$ cat src/rtl/isp_defines.svh
`ifndef ISP_DEFINES_SVH
`define ISP_DEFINES_SVH

`define PIX_W       8
`define LINE_MAX    1024 // deepest line the buffer holds.
`define COORD_W     12
`define GAIN_W      8
`define GAIN_FRAC   6    // 8'h40 is unity.
`define WB_ADR_W    3
`define WB_DAT_W    8

`define BORDER_RST  8'h01
`define GAIN_UNITY  8'h40

`define ADDR_CTRL   3'd0
`define ADDR_BORDER 3'd1
`define ADDR_GAIN_R 3'd2
`define ADDR_GAIN_G 3'd3
`define ADDR_GAIN_B 3'd4
`define ADDR_FRAMES 3'd5 // read only.

`endif

$ cat src/rtl/isp_video_pkg.sv
package isp_video_pkg;

    // colour at the top-left corner of the mosaic.
    typedef enum logic [1:0] {
        rggb = 2'd0,
        grbg = 2'd1,
        gbrg = 2'd2,
        bggr = 2'd3
    } bayer_phase_e;

    typedef enum logic [1:0] {
        site_r  = 2'd0,
        site_gr = 2'd1, // green on a red row.
        site_gb = 2'd2, // green on a blue row.
        site_b  = 2'd3
    } cfa_site_e;

endpackage

$ cat src/rtl/isp_regs_pkg.sv
`include "isp_defines.svh"

package isp_regs_pkg;

    typedef enum logic [`WB_ADR_W-1:0] {
        reg_ctrl   = `ADDR_CTRL,
        reg_border = `ADDR_BORDER,
        reg_gain_r = `ADDR_GAIN_R,
        reg_gain_g = `ADDR_GAIN_G,
        reg_gain_b = `ADDR_GAIN_B,
        reg_frames = `ADDR_FRAMES
    } reg_addr_e;

    typedef enum logic {
        st_idle = 1'b0,
        st_ack  = 1'b1
    } wb_state_e;

endpackage

$ cat src/rtl/isp_wb_regs.sv
`timescale 1ns/1ps
`include "isp_defines.svh"

module isp_wb_regs
    import isp_regs_pkg::*, isp_video_pkg::*;
(
    input  logic                 clk,
    input  logic                 reset_n,
    input  logic                 wb_cyc,
    input  logic                 wb_stb,
    input  logic                 wb_we,
    input  logic [`WB_ADR_W-1:0] wb_adr,
    input  logic [`WB_DAT_W-1:0] wb_dat_w,
    output logic [`WB_DAT_W-1:0] wb_dat_r,
    output logic                 wb_ack,
    input  logic                 vsync,
    output bayer_phase_e         phase,
    output logic [`PIX_W-1:0]    border,
    output logic [`GAIN_W-1:0]   gain_r,
    output logic [`GAIN_W-1:0]   gain_g,
    output logic [`GAIN_W-1:0]   gain_b
);
    wb_state_e            state;
    reg_addr_e            addr;
    logic                 req;
    logic                 vsync_d;
    logic [7:0]           frames;
    logic [`WB_DAT_W-1:0] rd_data;

    assign addr   = reg_addr_e'(wb_adr);
    assign req    = wb_cyc && wb_stb && (state == st_idle);
    assign wb_ack = (state == st_ack);

    always_comb begin
        case (addr)
            reg_ctrl:   rd_data = `WB_DAT_W'(phase);
            reg_border: rd_data = border;
            reg_gain_r: rd_data = gain_r;
            reg_gain_g: rd_data = gain_g;
            reg_gain_b: rd_data = gain_b;
            reg_frames: rd_data = frames;
            default:    rd_data = '0; // unmapped.
        endcase
    end

    always_ff @(posedge clk or negedge reset_n) begin
        if (!reset_n) begin
            state  <= st_idle;
            phase  <= rggb;
            border <= `BORDER_RST;
            gain_r <= `GAIN_UNITY;
            gain_g <= `GAIN_UNITY;
            gain_b <= `GAIN_UNITY;
        end else begin
            state <= req ? st_ack : st_idle; // one-cycle ack.
            if (req && wb_we) begin
                case (addr)
                    reg_ctrl:   phase  <= bayer_phase_e'(wb_dat_w[1:0]);
                    reg_border: border <= wb_dat_w;
                    reg_gain_r: gain_r <= wb_dat_w;
                    reg_gain_g: gain_g <= wb_dat_w;
                    reg_gain_b: gain_b <= wb_dat_w;
                    default:    ;
                endcase
            end
        end
    end

    always_ff @(posedge clk) begin
        if (req) begin
            wb_dat_r <= rd_data;
        end
    end

    always_ff @(posedge clk or negedge reset_n) begin
        if (!reset_n) begin
            vsync_d <= 1'b0;
            frames  <= '0;
        end else begin
            vsync_d <= vsync;
            if (vsync && !vsync_d) begin
                frames <= frames + 1'b1; // wraps at 255.
            end
        end
    end

endmodule

$ cat config.mk
export PLATFORM = sky130hd
export DESIGN_NAME = isp_wb_regs
export DESIGN_NICKNAME = d
export VERILOG_FILES = /design/src/rtl/isp_video_pkg.sv /design/src/rtl/isp_regs_pkg.sv /design/src/rtl/isp_wb_regs.sv
export VERILOG_INCLUDE_DIRS = /design/src /design/src/rtl
export SDC_FILE = /design/constraint.sdc
export NUM_CORES = 1
export LEC_CHECK = 0
export ABC_AREA = 0
export BUFFER_PORTS_ARGS = -buffer_cell sky130_fd_sc_hd__clkbuf_2
export CAP_MARGIN = 10
export CORE_AREA = 4 4 68 132
export CTS_CLUSTER_DIAMETER = 50
export DETAILED_ROUTE_END_ITERATION = 10
export DIE_AREA = 0 0 72 136
export PLACE_DENSITY = 0.54
export SYNTH_ARGS = -nofsm -noshare
export SYNTH_HDL_FRONTEND = slang
export SYNTH_SLANG_ARGS = --single-unit
export TNS_END_PERCENT = 5
$ cat constraint.sdc
create_clock -name clk -period 3.6 [get_ports clk]
set_clock_uncertainty 0.1 [all_clocks]
set_input_delay 0.72 -clock clk [delete_from_list [all_inputs] [get_ports clk]]
set_output_delay 0.72 -clock clk [all_outputs]
set_load 0.005 [all_outputs]
**Yosys cells after proc, flatten, opt, wreduce, memory -nomap -nowiden**

Cells that the tools add are included.

- Equality and inequality tests: 5
- Multiplexer cells: 2
- Reduce and logical (&&, ||, !) cells: 11
- Add/sub/neg operators: 1
- Bitwise operators: 1

Operators by type and width:

| kind | count |
|---|---|
| $pmux 8 s6 | 1 |
| $reduce_and 2->1 | 5 |
| $add 8x1->8 const B | 1 |
| $eq 3x2->1 const B | 2 |
| $eq 3x3->1 const B | 2 |
| $logic_and 1x1->1 | 4 |
| $eq 3x1->1 const B | 1 |
| $logic_not 3->1 | 1 |
| $logic_not 1->1 | 1 |
| $mux 1 | 1 |
| $not 1->1 | 1 |

- Word-level logic and storage cells: 29
- Output and inout port bits: 43
- Register bits after elaboration: 52
- Input bits: 17

**Longest topological paths before layout**

- Word-level depth: 4
- Gate-level depth with buffers: 5
- Mapped depth without buffers: 3

**Worst setup path after synthesis**

Ideal clock, no wire load.

- Kind: input-to-reg
- From: input wb_adr[1]
- To: register gain_r[0]
- Stages: 4
- Slack: 1622 ps
- Data required time: 3375 ps
- Data arrival time: 1754 ps
- Path buffers: 1
- Cell sequence: buf_4 inv_2 nor4_4 mux2_2

- Cells in the longest elaborated chain, start to end: 2

RTL lines:

| what | line | RTL |
|---|---|---|
| start: declaration | isp_wb_regs.sv:12 | `` input logic [`WB_ADR_W-1:0] wb_adr, `` |
| $eq 3x2->1 | isp_wb_regs.sv:57 | `case (addr)` |
| $reduce_and 2->1 (no line) | -- |  |
| end signal: assignment | isp_wb_regs.sv:51 | `` gain_r <= `GAIN_UNITY; `` |
| end signal: assignment | isp_wb_regs.sv:60 | `reg_gain_r: gain_r <= wb_dat_w;` |
| end: declaration | isp_wb_regs.sv:19 | `` output logic [`GAIN_W-1:0] gain_r, `` |

No other way between the ends.
A chain may end at the register's enable or synchronous reset.

**Worst setup path in the final report**

- From: input wb_adr[0]
- To: register border[7]

- Cells in the longest elaborated chain, start to end: 2

RTL lines:

| what | line | RTL |
|---|---|---|
| $eq 3x1->1 | isp_wb_regs.sv:57 |  |
| $reduce_and 2->1 (no line) | -- |  |
| end signal: assignment | isp_wb_regs.sv:50 | `` border <= `BORDER_RST; `` |
| end signal: assignment | isp_wb_regs.sv:59 | `reg_border: border <= wb_dat_w;` |
| end: declaration | isp_wb_regs.sv:18 | `` output logic [`PIX_W-1:0] border, `` |

No other way between the ends.

==> results.sh <==
export IMPL_outcome="finished clean"
export IMPL_power_density_nw_per_um2=554
export IMPL_num_antenna_cells=0
export IMPL_synth_yosys_seq_area_share_pct=57.7
export IMPL_synthTopCellsByArea="dfrtp_1, mux2_2, edfxtp_1, mux2i_1, dfstp_2"
export IMPL_cp_required_ns=3.67
export IMPL_worstRegToRegCells=3
export IMPL_grt_pass1_vias=1662
export IMPL_path_max_fanout=17
export IMPL_rr_startpoint="wb_ack"
export IMPL_hold_class="primary input to asynchronous set/reset pin"
export IMPL_cap_violations=0
export IMPL_dp_hpwl_um=4520
export IMPL_rsz0062_at_grt="no"
export IMPL_worst_slew_pin_slew_ns=0.878
export IMPL_synth_area_sq_um=2330
export IMPL_start_kind="primary input"
export IMPL_wl_per_cell_um=18.4
export IMPL_tns_ns=0
export IMPL_core_area_sq_um=7940
export IMPL_cts_resized=0
export IMPL_start_util_pct=29.4
export IMPL_synth_cells=155
export IMPL_antenna_found_initial=0
export IMPL_drive_above_1_share_pct=51.6
export IMPL_tritoncts="yes"
export IMPL_dieWidth_um=72
export IMPL_drt_iter0_markers=70
export IMPL_cts_made_buffers=5
export IMPL_h_tree_depth=2
export IMPL_yosys_warnings=0
export IMPL_min_period_over_period_pct=65.5
export IMPL_crit_path_start="wb_adr[0]"
export IMPL_worst_setup_path_end_kind="register"
export IMPL_gp_congestion=0.767
export IMPL_final_util_pct=36.1
export IMPL_grt_pass1_wl_um=9350
export IMPL_clock_sinks=52
export IMPL_grt_start_max_net_pins=28
export IMPL_overflow=0
export IMPL_finalMaxSlewViolations=0
export IMPL_cts_setup_buffers=0
export IMPL_clk_pin_slew_ns=0.07
export IMPL_dpl_instance_area_sq_um=2730
export IMPL_die_area_sq_um=9790
export IMPL_syn_to_final_growth_pct=23.1
export IMPL_n_fill_cell=800
export IMPL_ys_ff_latch=52
export IMPL_path_class="primary input to register"
export IMPL_layout_nets=236
export IMPL_cts_root_buffer_cell="clkbuf_16"
export IMPL_fin_hold_ws_ns=0.369
export IMPL_finalInstanceArea_sq_um=2870
export IMPL_port_buffer_count=59
export IMPL_drc=0
export IMPL_drtPass1Iterations=6
export IMPL_setup_violations=0
export IMPL_routed_wl_um=5790
export IMPL_clk_latency_ns=0.29
export IMPL_vias_per_cell=4.83
export IMPL_vdd_drop_max_mv=0.187
export IMPL_synth_top_cell_area_share_pct=42.9
export IMPL_std_cell_rows=46
export IMPL_synth_largest_area_cell="dfrtp_1"
export IMPL_fin_crit_ns=2.36
export IMPL_drtAntennaViolNets=0
export IMPL_ioPinCount=60
export IMPL_crit_arrival_ns=2.43
export IMPL_finalHoldViolations=0
export IMPL_die_h_um=136
export IMPL_synth_nets=173
export IMPL_yosysUniqueCellTypes=36
export IMPL_cts_hold_buf=0
export IMPL_vias=1520
export IMPL_synth_area_per_cell_sq_um=15.0
export IMPL_maxSlewHeadroom_pct=41.2
export IMPL_p_leak_nw=1.34
export IMPL_grt_usage_pct=12.8
export IMPL_fmax_ghz=0.424
export IMPL_clockBufferDepth=2
## flip-flops by register name, summed over array words and instances (netlist names)
register / cells
border: 8
vsync_d: 1
gain_g: 8
frames: 8
gain_b: 8
phase: 2
gain_r: 8
wb_dat_r: 8
wb_ack: 1
## layer usage
metal	GRT usage, %	wire [um]	up-vias
li1	-	-	715
met1	14.0	2130	768
met2	23.7	3360	29
met3	2.37	198	8
met4	5.13	103	0
met5	0	0	-
## Yosys cell counts
master     count
dfrtp_1       40
a221o_1        5
nor4_4         2
nand2_1        3
dfstp_2        4
edfxtp_1       8
nor2_1         1
and3_1         1
or3_1          1
mux2i_1       11
xnor2_1        6
a22oi_1        1
nor3_1         1
buf_4          1
o211ai_1       1
and3b_1        1
and4b_1        1
nor4_1         1
inv_2          2
mux2_2        35
nor2b_1        1
a41o_1         1
clkbuf_1       2
buf_2          2
o22ai_1        1
nor3_4         2
ha_1           1
o32ai_1        1
nand4b_4       1
xor2_1         1
nand2b_1       3
nand4_1        4
nor3b_1        2
buf_6          1
a211o_1        1
o2bb2ai_1      5
## final cells by class
cell class | count | area (sq um) | area share (%)
clock buffers | 7 | 133 | 4.62
repair buffers | 62 | 318 | 11.1
flip-flops and latches | 52 | 1350 | 46.9
well taps | 96 | 120 | 4.18
multi-input cells | 95 | 942 | 32.8
clock inverters | 1 | 3.75 | 0.131
inverters | 2 | 7.51 | 0.262
## cell usage in the layout (no fill, tap or decap), types with 3 or more instances in the layout
| cell | synthesis | layout |
|---|---|---|
| mux2i_1 | 11 | 11 |
| nand2_1 | 3 | 3 |
| buf_4 | 1 | 3 |
| mux2_2 | 35 | 35 |
| xnor2_1 | 6 | 6 |
| nand2b_1 | 3 | 3 |
| edfxtp_1 | 8 | 8 |
| dfstp_2 | 4 | 4 |
| dfrtp_1 | 40 | 40 |
| a221o_1 | 5 | 5 |
| clkbuf_16 | 0 | 5 |
| o2bb2ai_1 | 5 | 5 |
| clkbuf_2 | 0 | 59 |
| nand4_1 | 4 | 4 |
## report_power, final
group	total, W	internal (W)	switching, W	leakage [nW]
Combinational	0.000301	0.000171	0.000130	0.643
Clock	0.000456	0.000256	0.000200	0.0655
Sequential	0.000834	0.000717	0.000116	0.634
## metrics by stage
stage	worst slack [ns]	power, W	instances
after global placement	0.886	0.00115	307
after global routing	1.13	0.00168	315
after floorplan	1.62	0.000982	155
after CTS	1.17	0.00161	315
final	1.24	0.00159	315
after detailed placement	0.859	0.00115	307
## worst max-delay path, stage by stage
cell	delay, ns
clkbuf_2	0.42
inv_2	0.16
nor4_4	0.71
mux2_2	0.41
## kinds of logic (layout without fill, tap and decap cells)
family	Yosys count	after routing	synth area share, %
and+or+nand+nor	25	25	9.50
buffers and inverters	8	72	1.88
xor gates and xnor gates	7	7	2.63
adders and majority gates	1	1	0.536
AOI/OAI and AO/OA	16	16	6.12
DFF	52	52	57.7
muxes	46	46	21.6
## worst paths after layout
path | end | slack, ns
max in group asynchronous | gain_g[6] | 2.31
setup / recovery | border[7] | 1.24
hold reg to reg | frames[7] | 0.38
setup reg to reg | gain_r[5] | 1.67
min in group clk | frames[7] | 0.38
hold / removal | wb_ack | 0.37
Note: power is estimated with default switching activity, not from simulation.
