==> config.mk <==
export PLATFORM = sky130hd
export DESIGN_NAME = isp_rgb_gain
export DESIGN_NICKNAME = d
export VERILOG_FILES = /design/src/rtl/isp_rgb_gain.sv
export VERILOG_INCLUDE_DIRS = /design/src /design/src/rtl
export SDC_FILE = /design/constraint.sdc
export NUM_CORES = 1
export LEC_CHECK = 0
export BUFFER_PORTS_ARGS = -buffer_cell sky130_fd_sc_hd__buf_2
export CAP_MARGIN = 10
export CELL_PAD_IN_SITES_DETAIL_PLACEMENT = 1
export CELL_PAD_IN_SITES_GLOBAL_PLACEMENT = 2
export CORE_MARGIN = 2
export CORE_UTILIZATION = 39
export DETAILED_ROUTE_END_ITERATION = 6
export PLACE_DENSITY = 0.88
export SYNTH_ARGS = -nofsm -noshare
export SYNTH_HDL_FRONTEND = slang
export SYNTH_SLANG_ARGS = --single-unit
export TNS_END_PERCENT = 50
==> constraint.sdc <==
create_clock -name clk -period 0.8 [get_ports clk]
set_input_delay 0.08 -clock clk [delete_from_list [all_inputs] [get_ports clk]]
set_output_delay 0.08 -clock clk [all_outputs]
set_load 0.03 [all_outputs]
==> src/rtl/isp_defines.svh <==
`ifndef ISP_DEFINES_SVH
`define ISP_DEFINES_SVH

`define PIX_W       8
`define LINE_MAX    1024 // deepest line the buffer holds.
`define COORD_W     12
`define GAIN_W      8
`define GAIN_FRAC   6    // 8'h40 is unity.
`define WB_ADR_W    3
`define WB_DAT_W    8

`define BORDER_RST  8'h01
`define GAIN_UNITY  8'h40

`define ADDR_CTRL   3'd0
`define ADDR_BORDER 3'd1
`define ADDR_GAIN_R 3'd2
`define ADDR_GAIN_G 3'd3
`define ADDR_GAIN_B 3'd4
`define ADDR_FRAMES 3'd5 // read only.

`endif

==> src/rtl/isp_rgb_gain.sv <==
`timescale 1ns/1ps
`include "isp_defines.svh"

module isp_rgb_gain (
    input  logic               clk,
    input  logic               reset_n,
    input  logic               in_vsync,
    input  logic               in_hsync,
    input  logic               in_den,
    input  logic [`PIX_W-1:0]  in_r,
    input  logic [`PIX_W-1:0]  in_g,
    input  logic [`PIX_W-1:0]  in_b,
    input  logic [`GAIN_W-1:0] gain_r,
    input  logic [`GAIN_W-1:0] gain_g,
    input  logic [`GAIN_W-1:0] gain_b,
    output logic               out_vsync,
    output logic               out_hsync,
    output logic               out_den,
    output logic [`PIX_W-1:0]  out_r,
    output logic [`PIX_W-1:0]  out_g,
    output logic [`PIX_W-1:0]  out_b
);
    localparam int PROD_W = `PIX_W + `GAIN_W;

    function automatic logic [`PIX_W-1:0] apply_gain(
        input logic [`PIX_W-1:0]  value,
        input logic [`GAIN_W-1:0] gain
    );
        logic [PROD_W-1:0] prod;
        prod = value * gain;
        if (|prod[PROD_W-1:`PIX_W+`GAIN_FRAC]) begin
            return '1; // clip at full scale.
        end
        return prod[`PIX_W+`GAIN_FRAC-1:`GAIN_FRAC];
    endfunction

    always_ff @(posedge clk or negedge reset_n) begin
        if (!reset_n) begin
            out_vsync <= 1'b0;
            out_hsync <= 1'b0;
            out_den   <= 1'b0;
            out_r     <= '0;
            out_g     <= '0;
            out_b     <= '0;
        end else begin
            out_vsync <= in_vsync;
            out_hsync <= in_hsync;
            out_den   <= in_den;
            out_r     <= apply_gain(in_r, gain_r);
            out_g     <= apply_gain(in_g, gain_g);
            out_b     <= apply_gain(in_b, gain_b);
        end
    end

endmodule

# Word level (Yosys, flattened, before mapping)

Cells that the tools add are included.

$add $sub $neg: 0
$mul: 3
Div/mod/pow operators: 0
Order comparisons: 0
Equality and inequality tests: 0
Shift-type cells: 0
Muxes and demuxes: 9
Bitwise gates (word level): 0
Reduce and logical (&&, ||, !) cells: 3

Operators by type and width:

| operator        | count |
|---|---|
| $mul 8x8->16    | 3 |
| $mux 8          | 6 |
| $reduce_or 2->1 | 3 |
| $mux 1          | 3 |

Bits in registers: 27
Latch bits: 0
RAM bits: 0
Memory bits (read-only): 0
Bits of input ports: 53
Memories kept: 0

# Depth between registers and ports, before layout

Gate-level depths: netlist of run 1.

Depth after elaboration: 4
Depth in mapped cells: 16
Mapped depth without buffers: 16

# Worst setup path after synthesis of run 1

No wires, ideal clock.

Kind: input to register
Start point: input gain_g[2]
End point: register out_g[6]
Setup time: 0.148 ns
Arrival: 3.933 ns
Required time: 0.652 ns
Setup slack: -3.281 ns
Stages on the path: 14
Path buffers: 0
Path through: and2_1 fa_1 fa_1 fa_1 inv_1 fa_1 inv_1 ha_1 a21oi_2 nand2_1 a221o_1 a21o_1 a211oi_2 o211ai_2

Longest elaborated chain between the ends: 4

RTL lines:

| what                   | RTL line           | text |
|---|---|---|
| start: declaration     | isp_rgb_gain.sv:14 | `` input logic [`GAIN_W-1:0] gain_g, `` |
| $mul 8x8->16 (*)       | isp_rgb_gain.sv:30 | `prod = value * gain;` |
| $reduce_or 2->1        | isp_rgb_gain.sv:31 | `` if (\|prod[PROD_W-1:`PIX_W+`GAIN_FRAC]) begin `` |
| $mux 1                 | isp_rgb_gain.sv:31 |  |
| $mux 8 (*)             | isp_rgb_gain.sv:34 | `` return prod[`PIX_W+`GAIN_FRAC-1:`GAIN_FRAC]; `` |
| end signal: assignment | isp_rgb_gain.sv:50 | `out_g <= apply_gain(in_g, gain_g);` |
| end: declaration       | isp_rgb_gain.sv:20 | `` output logic [`PIX_W-1:0] out_g, `` |

Mark *: on every way between the ends. The rest lies on a longest branch, timed or not.

# Worst setup path in the final report of run 1

Start point: input in_g[3]
End point: register out_g[0]

Longest elaborated chain between the ends: 4

RTL lines:

| what               | RTL line           | text |
|---|---|---|
| start: declaration | isp_rgb_gain.sv:11 | `` input logic [`PIX_W-1:0] in_g, `` |
| $mul 8x8->16 (*)   | isp_rgb_gain.sv:30 |  |
| $reduce_or 2->1    | isp_rgb_gain.sv:31 |  |
| $mux 1             | isp_rgb_gain.sv:31 |  |
| $mux 8 (*)         | isp_rgb_gain.sv:34 |  |

Marked as above.

==> results of run 1 <==
-- path summary, 6_finish.rpt --
check                        start  endpoint  slack [ns]
worst max-delay path       in_g[3]  out_g[0]       -3.25
worst min-delay path       reset_n  out_g[6]        0.29
max in group asynchronous  reset_n  out_b[0]        0.34
min in group clk            in_den   out_den        0.49
-- cells in the final DEF (no fill, tap or decap), types with 3 or more instances in the layout --
| cell | count |
|---|---|
| buf_4 | 158 |
| and2_1 | 139 |
| inv_1 | 107 |
| fa_1 | 99 |
| ha_1 | 88 |
| buf_6 | 45 |
| nand2_1 | 33 |
| dfrtp_1 | 27 |
| buf_2 | 22 |
| and2_4 | 21 |
| a21oi_1 | 18 |
| a21o_1 | 18 |
| xnor2_1 | 15 |
| o21ai_0 | 14 |
| nand3_1 | 13 |
| ha_4 | 11 |
| xor2_1 | 9 |
| inv_2 | 9 |
| nand2b_1 | 8 |
| nand2b_4 | 7 |
| nor2_1 | 6 |
| fa_2 | 6 |
| nand4_1 | 5 |
| buf_8 | 5 |
| nand2_2 | 4 |
| dlygate4sd3_1 | 4 |
| nand4b_1 | 3 |
| a211oi_1 | 3 |
| nand3_2 | 3 |
| o21bai_1 | 3 |
| and3_1 | 3 |
| and3_4 | 3 |
| nand2_4 | 3 |
| clkbuf_16 | 3 |
| buf_12 | 3 |
-- power groups by stage --
stage               clock network (W)  logic, W  registers, W
finish                        0.00118    0.0236       0.00234
global route                  0.00124    0.0257       0.00239
CTS                           0.00119    0.0220       0.00233
detailed placement                  0    0.0189       0.00222
global placement                    0    0.0177       0.00223
floorplan                           0    0.0103       0.00329
-- area by class of cell --
type	count	area, µm²	area share [%]
Clock buffer	3	75.1	0.786
Tap cell	225	282	2.95
Multi-Input combinational cell	568	6100	63.9
Clock inverter	1	7.51	0.0786
Timing Repair Buffer	237	1980	20.7
Inverter	116	435	4.56
Sequential cell	27	676	7.07
-- cells in the mapped netlist, drive strengths merged, types with 4 or more instances --
library cell and n:
a21o 19, nand4 5, o21bai 4, nand3 16, nor2 7, and3 6, and2 160, dfrtp 27
inv 116, o21ai 18, xnor2 15, nand2 40, nand2b 15, xor2 10, a21oi 21, ha 99
a211oi 5, fa 105
-- logic make-up (layout without fill, tap and decap cells) --
kind of cell,count (synthesis),after routing,synth area share (%)
and+or+nand+nor,254,254,21.7
adders and majority gates,204,204,49.4
xor gates and xnor gates,25,25,3.35
AOI/OAI and AO/OA,85,85,9.10
buffers and inverters,116,357,6.44
DFF,27,27,9.99
-- routing by layer --
metal	part of all wire (%)	vias up	GRT usage, %
li1	-	2768	-
met1	40	3028	27.3
met2	55	120	46.7
met3	2.3	51	1.05
met4	2.7	0	6.71
met5	0	-	0
-- state kept, by name (all words and copies together), names as in the netlist --
signal / count
out_b: 8
out_den: 1
out_g: 8
out_hsync: 1
out_r: 8
out_vsync: 1
-- critical path: cells and delay by family --
kind,cells,cell delay (ns)
buffers and inverters,4,0.37
AND/OR/NAND/NOR,3,0.31
XOR/XNOR,1,0.19
adder cells (fa/ha/maj),5,2.28
AO/OA/AOI/OAI,3,0.93
-- what timing repair did --
item | 4_1_cts | 5_1_grt
buffers inserted | 10 | 5
endpoints found under the hold margin | 30 | 0
gates resized for setup | 147 | 51
pin swaps | 40 | 33
endpoints found under the setup margin | 51 | 51
hold buffers | 4 | 0
-- per-stage QoR --
stage / std cells / hold WS, ns / setup TNS (ns)
CTS: 1172 / 0.284 / -75.59
detailed placement: 1154 / 0.0371 / -83.98
global placement: 1154 / 0.0336 / -80.59
floorplan: 711 / -0.216 / -74.20
finish: 1177 / 0.294 / -77.56
global route: 1177 / 0.322 / -80.91
==> flow_metrics.env, run 1 <==
export IMPL_status="complete, but fails checks"
export IMPL_violations="negative setup slack"
export IMPL_leakagePower_nw=4.93
export IMPL_fin_area_um2=9560
export IMPL_area_growth_pct=41.3
export IMPL_hold_violations=0
export IMPL_avgSynthCellArea_um2=9.51
export IMPL_synth_edf_count=0
export IMPL_grt_ovfl_total=0
export IMPL_pre_cts_slack_ns=-3.59
export IMPL_grt_pass1_vias=7157
export IMPL_io_buffers=79
export IMPL_io_pins=80
export IMPL_post_route_util_pct=55.8
export IMPL_crit_path_end_kind="flop"
export IMPL_firstDrtPassIters=4
export IMPL_nFillCells=1905
export IMPL_syn_inst=711
export IMPL_required_ns=0.93
export IMPL_ys_seq_area_share_pct=9.99
export IMPL_routed_via_density=5.07
export IMPL_cts_root_buffer_cell="clkbuf_16"
export IMPL_grt_max_degree=28
export IMPL_drive_above_1_share_pct=34.2
export IMPL_ys_types=40
export IMPL_drcViolationCount=0
export IMPL_ys_flop_type="dfrtp_1"
export IMPL_diodes=0
export IMPL_dp_hpwl_um=16600
export IMPL_wl_per_cell_um=18.0
export IMPL_start_util_pct=39.5
export IMPL_max_freq_ghz=0.247
export IMPL_die_h_um=136
export IMPL_clockBufferDepth=2
export IMPL_gp_congestion=0.889
export IMPL_clock_sinks=27
export IMPL_async_reset_ff_share_pct=100
export IMPL_cpMostUsedCell="fa_1"
export IMPL_p_per_area_nw_per_um2=2840
export IMPL_post_route_period_util_pct=506
export IMPL_synth_top_cell_by_area="fa_1"
export IMPL_ant_nets=0
export IMPL_synthesis_area_um2=6760
export IMPL_finalWirelength_um=21200
export IMPL_crit_path_start_kind="input pin"
export IMPL_first_iter_violations=117
export IMPL_row_count=48
export IMPL_antenna_found_initial=0
export IMPL_crit_chain="buf_8, and2_4, fa_1, fa_1, fa_1, inv_1, fa_1, inv_2, ha_4, a21oi_4, nand2_1, a221o_2, a221oi_4, xor2_2, buf_6, nand3_1"
export IMPL_arrival_ns=4.18
export IMPL_placed_area_um2=8590
export IMPL_worstMarginPinSlew_ns=0.653
export IMPL_grt_usage_pct=23.6
export IMPL_yosys_warnings=0
export IMPL_worst_path_max_fanout=8
export IMPL_slew_headroom_pct=56.0
export IMPL_combPwrFrac_pct=87.0
export IMPL_cts_tree="built"
export IMPL_min_path_type="in2async"
export IMPL_path_class="in2reg"
export IMPL_vdd_drop_max_mv=1.25
export IMPL_synth_area_top_cells="fa_1 (31%), ha_1 (18%), and2_1 (15%)"
export IMPL_power_share_switching_pct=47.1
export IMPL_p_total_w=0.0271
export IMPL_cts_made_buffers=3
export IMPL_synth_top_area_share_pct=31.1
export IMPL_cpMaxStageDelayCell="fa_1"
export IMPL_clkPwrFrac_pct=4.4
export IMPL_rsz0062_at_grt="yes"
export IMPL_max_cap_violations=0
export IMPL_ys_ff_latch=27
export IMPL_max_stage_delay_ns=0.57
export IMPL_coreArea_um2=17100
export IMPL_nets=1210
export IMPL_grt_pass1_wl_um=35000
export IMPL_power_switching_w=0.0128
export IMPL_p_seq_share_pct=8.6
export IMPL_clk_pin_slew_ns=0.07
export IMPL_p_int_w=0.0143
export IMPL_fin_ws_ns=-3.25
export IMPL_htreeDepth=1
export IMPL_syn_nets=968
export IMPL_drv_slew=0
export IMPL_die_area_um2=18400
export IMPL_min_period_ns=4.05
export IMPL_setup_viol=51
export IMPL_die_x_um=136
export IMPL_vias=5967
Power figures use the tool's default switching activity.
==> inputs of run 2 (changes only) <==
MAX_ROUTING_LAYER = met4   (was not set)
==> run 2 against run 1 <==
  * The run still ends with negative setup slack left
  * Critical path type unchanged
  * Setup slack worse by 0.0063 ns
  * Via count fell by 0.92%
  * Maximum frequency is 0.16% lower
  * Combinational power about the same
  * Count of clock-buffer cells in the layout is the same
  * Worst hold slack improved by 0.0068 ns
  * Final cell count up 0.51%
==> flow_metrics.env, run 2 (synthesized netlist as in run 1, its figures left out) <==
export IMPL_status="complete, but fails checks"
export IMPL_violations="negative setup slack"
export IMPL_post_route_util_pct=55.9
export IMPL_power_share_switching_pct=46.4
export IMPL_drv_slew=0
export IMPL_area_growth_pct=41.6
export IMPL_crit_path_end_kind="flop"
export IMPL_row_count=48
export IMPL_fin_area_um2=9570
export IMPL_post_route_period_util_pct=507
export IMPL_p_total_w=0.0268
export IMPL_finalWirelength_um=20700
export IMPL_coreArea_um2=17100
export IMPL_nFillCells=1955
export IMPL_grt_usage_pct=23.6
export IMPL_wl_met1_um=8460
export IMPL_gp_congestion=0.899
export IMPL_io_pins=80
export IMPL_cts_root_buffer_cell="clkbuf_16"
export IMPL_nets=1216
export IMPL_clk_pin_slew_ns=0.07
export IMPL_clkPwrFrac_pct=4.5
export IMPL_reg_top3="out_b: 8 flops, out_g: 8 flops, out_r: 8 flops"
export IMPL_min_path_type="in2async"
export IMPL_rsz0062_at_grt="yes"
export IMPL_first_iter_violations=158
export IMPL_max_freq_ghz=0.247
export IMPL_vias=5912
export IMPL_clockBufferDepth=2
export IMPL_dp_hpwl_um=16800
export IMPL_drcViolationCount=0
export IMPL_combPwrFrac_pct=86.7
export IMPL_path_class="in2reg"
export IMPL_grt_pass1_vias=6975
export IMPL_start_util_pct=39.5
export IMPL_layout_commonest_cell="buf_4"
export IMPL_dr_wl_met3_um=377
export IMPL_routed_via_density=5.00
export IMPL_seqCellArea_um2=676
export IMPL_antenna_found_initial=0
export IMPL_layout_common_cells="buf_4 (164), and2_1 (138), inv_1 (106), fa_1 (99), ha_1 (88)"
export IMPL_crit_path_start_kind="input pin"
export IMPL_min_period_ns=4.06
export IMPL_vdd_drop_max_mv=1.26
export IMPL_p_seq_share_pct=8.9
export IMPL_die_x_um=136
export IMPL_ant_nets=0
export IMPL_grt_pass1_wl_um=33800
export IMPL_route_met2_wl_um=11400
export IMPL_setup_viol=51
export IMPL_dr_max_layer_used="met4"
export IMPL_slew_headroom_pct=59.5
export IMPL_cts_tree="built"
export IMPL_die_area_um2=18400
export IMPL_max_cap_violations=0
export IMPL_cts_made_buffers=3
export IMPL_power_switching_w=0.0125
export IMPL_p_int_w=0.0144
export IMPL_worstMarginPinSlew_ns=0.601
export IMPL_p_per_area_nw_per_um2=2800
export IMPL_clock_sinks=27
export IMPL_hold_violations=0
export IMPL_firstDrtPassIters=4
export IMPL_arrival_ns=4.20
export IMPL_fin_ws_ns=-3.26
export IMPL_wl_per_cell_um=17.5
export IMPL_required_ns=0.94
export IMPL_leakagePower_nw=4.94
export IMPL_io_buffers=79
export IMPL_pre_cts_slack_ns=-3.57
export IMPL_die_h_um=136
export IMPL_worst_path_max_fanout=8
export IMPL_grt_max_degree=28
export IMPL_multi_input_area_um2=6080
export IMPL_diodes=0
export IMPL_grt_ovfl_total=0
export IMPL_htreeDepth=1
export IMPL_drive_above_1_share_pct=34.9
export IMPL_placed_area_um2=8590
[run 2: changes by cell type in the layout (fill, tap and decap cells not counted), moves of 3 or more]
cell and change:
buf_4 +6, nand2_1 -4, nand2_2 +5, nand2b_1 +3, nand2b_4 -3
[run 2: repair_timing]
item                                    CTS  global route
gates resized for setup                 152            43
pin swaps                                27            36
hold buffers                              4             0
endpoints found under the hold margin    30             0
endpoints found under the setup margin   51            51
setup buffers                            14             8
[run 2: layout make-up]
class                           instances  share of cell area, %
Tap cell                              225                   2.94
Sequential cell                        27                   7.06
Multi-Input combinational cell        568                   63.5
Clock inverter                          1                 0.0784
Timing Repair Buffer                  243                   21.1
Clock buffer                            3                  0.784
Inverter                              116                   4.55
[run 2: path summary, 6_finish.rpt]
check	startpoint	end	slack [ns]	depth (start not counted)
min in group clk	in_hsync	out_hsync	0.45	2
setup / recovery	gain_g[5]	out_g[3]	-3.26	16
max in group asynchronous	reset_n	out_b[4]	0.33	3
hold / removal	reset_n	out_r[3]	0.30	3
[run 2: power groups by stage]
stage	sequential, W	combinational, W	clock (W)
detailed placement	0.00223	0.0189	0
CTS	0.00234	0.0220	0.00121
floorplan	0.00329	0.0103	0
global route	0.00240	0.0253	0.00125
finish	0.00237	0.0233	0.00120
global placement	0.00222	0.0177	0
[run 2: routing by layer]
| layer | global-route usage, % | vias to the layer above |
|---|---|---|
| met4 | 5.32 | 0 |
| met3 | 0.860 | 38 |
| met2 | 45.5 | 106 |
| met1 | 26.9 | 2991 |
| met5 | - | - |
| li1 | - | 2777 |
[run 2: stage by stage]
stage / instances / hold WS [ns] / setup TNS [ns]
2_1_floorplan: 711 / -0.216 / -74.20
3_3_place_gp: 1154 / 0.0361 / -80.85
3_5_place_dp: 1154 / 0.0371 / -84.09
4_1_cts: 1175 / 0.295 / -76.21
5_1_grt: 1183 / 0.329 / -80.05
6_report: 1183 / 0.301 / -77.21
[run 2: worst max-delay path, cell delays in order]
cell and delay, ns:
buf_6 0.10, and2_4 0.15, fa_1 0.58, fa_1 0.46
fa_1 0.52, inv_2 0.05, fa_1 0.50, inv_2 0.05
ha_4 0.23, a21oi_4 0.15, nand2_2 0.06, a221o_2 0.47
a221oi_4 0.37, xor2_2 0.17, buf_6 0.16, nand3_2 0.09
==> inputs of run 3 (changes only) <==
clock period = 4.61 ns   (was 0.8 ns; I/O delays follow)
==> run 3 against run 2 <==
  * The flow now finishes without violations
  * Setup slack gained 3.4 ns
  * Routed wire length shrank 18%
  * Design area shrank 14%
  * Final cell count shrank 6.2%
  * Combinational power shrank 88%
  * Non-clock buffer count shrank 73
  * Largest power group unchanged
==> flow_metrics.env, run 3 (synthesized netlist as in run 1, its figures left out) <==
export IMPL_status="completed"
export IMPL_firstDrtPassIters=4
export IMPL_max_cap_violations=0
export IMPL_drive_above_1_share_pct=21.7
export IMPL_grt_max_degree=28
export IMPL_nFillCells=2053
export IMPL_min_period_ns=4.46
export IMPL_drv_slew=0
export IMPL_dp_cells=1104
export IMPL_setup_tns_final_ns=0
export IMPL_met2_usage_pct=35.6
export IMPL_arrival_ns=4.60
export IMPL_fin_ws_ns=0.147
export IMPL_grt_ovfl_total=0
export IMPL_diodes=0
export IMPL_worstMarginPinSlew_ns=0.597
export IMPL_min_path_type="in2async"
export IMPL_gp_congestion=0.837
export IMPL_die_h_um=136
export IMPL_die_x_um=136
export IMPL_cpMostUsedCell="fa_1"
export IMPL_cts_made_buffers=3
export IMPL_reg_top3="out_b: 8 flops, out_g: 8 flops, out_r: 8 flops"
export IMPL_use_met1_pct=25.4
export IMPL_routed_via_density=4.87
export IMPL_row_count=48
export IMPL_layout_common_cells="and2_1 (159), inv_1 (116), fa_1 (104), ha_1 (97), buf_4 (90)"
export IMPL_grt_usage_pct=19.8
export IMPL_crit_chain="buf_2, buf_4, and2_1, fa_1, fa_1, fa_1, inv_1, fa_1, inv_1, ha_4, nand2_1, nor2_1, a221o_1, a221oi_2, xor2_2, buf_6, nand3_1"
export IMPL_slew_headroom_pct=60.2
export IMPL_grt_pass1_wl_um=28900
export IMPL_leakagePower_nw=4.37
export IMPL_final_cells=1110
export IMPL_htreeDepth=1
export IMPL_first_iter_violations=124
export IMPL_cts_tree="built"
export IMPL_clockBufferDepth=2
export IMPL_wl_per_cell_um=15.3
export IMPL_clock_sinks=27
export IMPL_io_pins=80
export IMPL_crit_path_end_kind="flop"
export IMPL_crit_path_start_kind="input pin"
export IMPL_pre_cts_slack_ns=-0.270
export IMPL_grt_pass1_vias=6102
export IMPL_p_per_area_nw_per_um2=420
export IMPL_vdd_drop_max_mv=0.191
export IMPL_cpMaxStageDelayCell="fa_1"
export IMPL_max_stage_delay_ns=0.60
export IMPL_crit_start="gain_g[6]"
export IMPL_post_route_util_pct=48.2
export IMPL_dp_hpwl_um=15000
export IMPL_layout_commonest_cell="and2_1"
export IMPL_vias=5407
export IMPL_setup_viol=0
export IMPL_cts_hold_buf=0
export IMPL_required_ns=4.75
export IMPL_multi_input_area_um2=5700
export IMPL_coreArea_um2=17100
export IMPL_io_buffers=79
export IMPL_seqCellArea_um2=676
export IMPL_clk_pin_slew_ns=0.07
export IMPL_finalWirelength_um=17000
export IMPL_drcViolationCount=0
export IMPL_busiest_layer="met2"
export IMPL_rsz0062_at_grt="yes"
export IMPL_hold_violations=0
export IMPL_worst_path_max_fanout=7
export IMPL_start_util_pct=39.5
export IMPL_area_growth_pct=22.1
export IMPL_met3_usage_pct=0.299
export IMPL_antenna_found_initial=0
export IMPL_ant_nets=0
export IMPL_max_freq_ghz=0.224
export IMPL_die_area_um2=18400
export IMPL_nets=1143
export IMPL_path_class="in2reg"
export IMPL_post_route_period_util_pct=96.8
export IMPL_cts_root_buffer_cell="clkbuf_16"
[run 3: cell count changes in the layout (fill, tap and decap cells not counted), moves of 9 or more]
cell	delta
buf_4	-74
buf_2	+55
buf_6	-42
and2_1	+21
and2_4	-21
nand2_1	+11
inv_1	+10
inv_2	-10
ha_1	+9
ha_4	-9
nand2_2	-9
[run 3: layer usage]
metal / vias to the layer above / routed length [µm]
li1: 2630 / -
met1: 2696 / 7610
met2: 65 / 8810
met3: 16 / 235
met4: 0 / 299
met5: - / 0
[run 3: critical path: cells and delay by family]
family,cells,cell delay [ns]
adders and majority gates,5,2.25
xor gates and xnor gates,1,0.21
and+or+nand+nor,4,0.36
AOI/OAI and AO/OA,2,0.78
buffers and inverters,5,0.52
[run 3: worst max-delay path by stage]
stage	to	slack, ns
2_1_floorplan	out_g[6]	0.15
3_3_place_gp	out_g[6]	-0.17
3_5_place_dp	out_g[0]	-0.27
4_1_cts	out_g[0]	0.02
5_1_grt	out_g[7]	-0.01
6_report	out_g[0]	0.15
[run 3: metrics by stage]
| stage | power (W) | cell area, µm² | hold slack, ns |
|---|---|---|---|
| floorplan | 0.00225 | 6760 | 0.165 |
| global route | 0.00389 | 8260 | 0.251 |
| global placement | 0.00312 | 8110 | 0.496 |
| detailed placement | 0.00321 | 8110 | 0.507 |
| CTS | 0.00344 | 8190 | 0.224 |
| finish | 0.00347 | 8260 | 0.203 |
[run 3: cell type report]
cell class,instances,area share (%)
multi-input combinational,568,69.0
timing repair buffer,170,13.1
sequential,27,8.18
inverter,116,5.27
tap,225,3.41
clock buffer,3,0.909
clock inverter,1,0.106
[run 3: what timing repair did]
action	4_1_cts	5_1_grt
endpoints found under the setup margin	0	24
setup buffers	0	2
resized for setup	0	9
[run 3: where the power goes]
part	leakage (nW)	switching [W]	internal (W)
Clock	0.0415	0.0000804	0.000120
Combinational	4.04	0.00156	0.00131
Sequential	0.289	0.0000440	0.000348
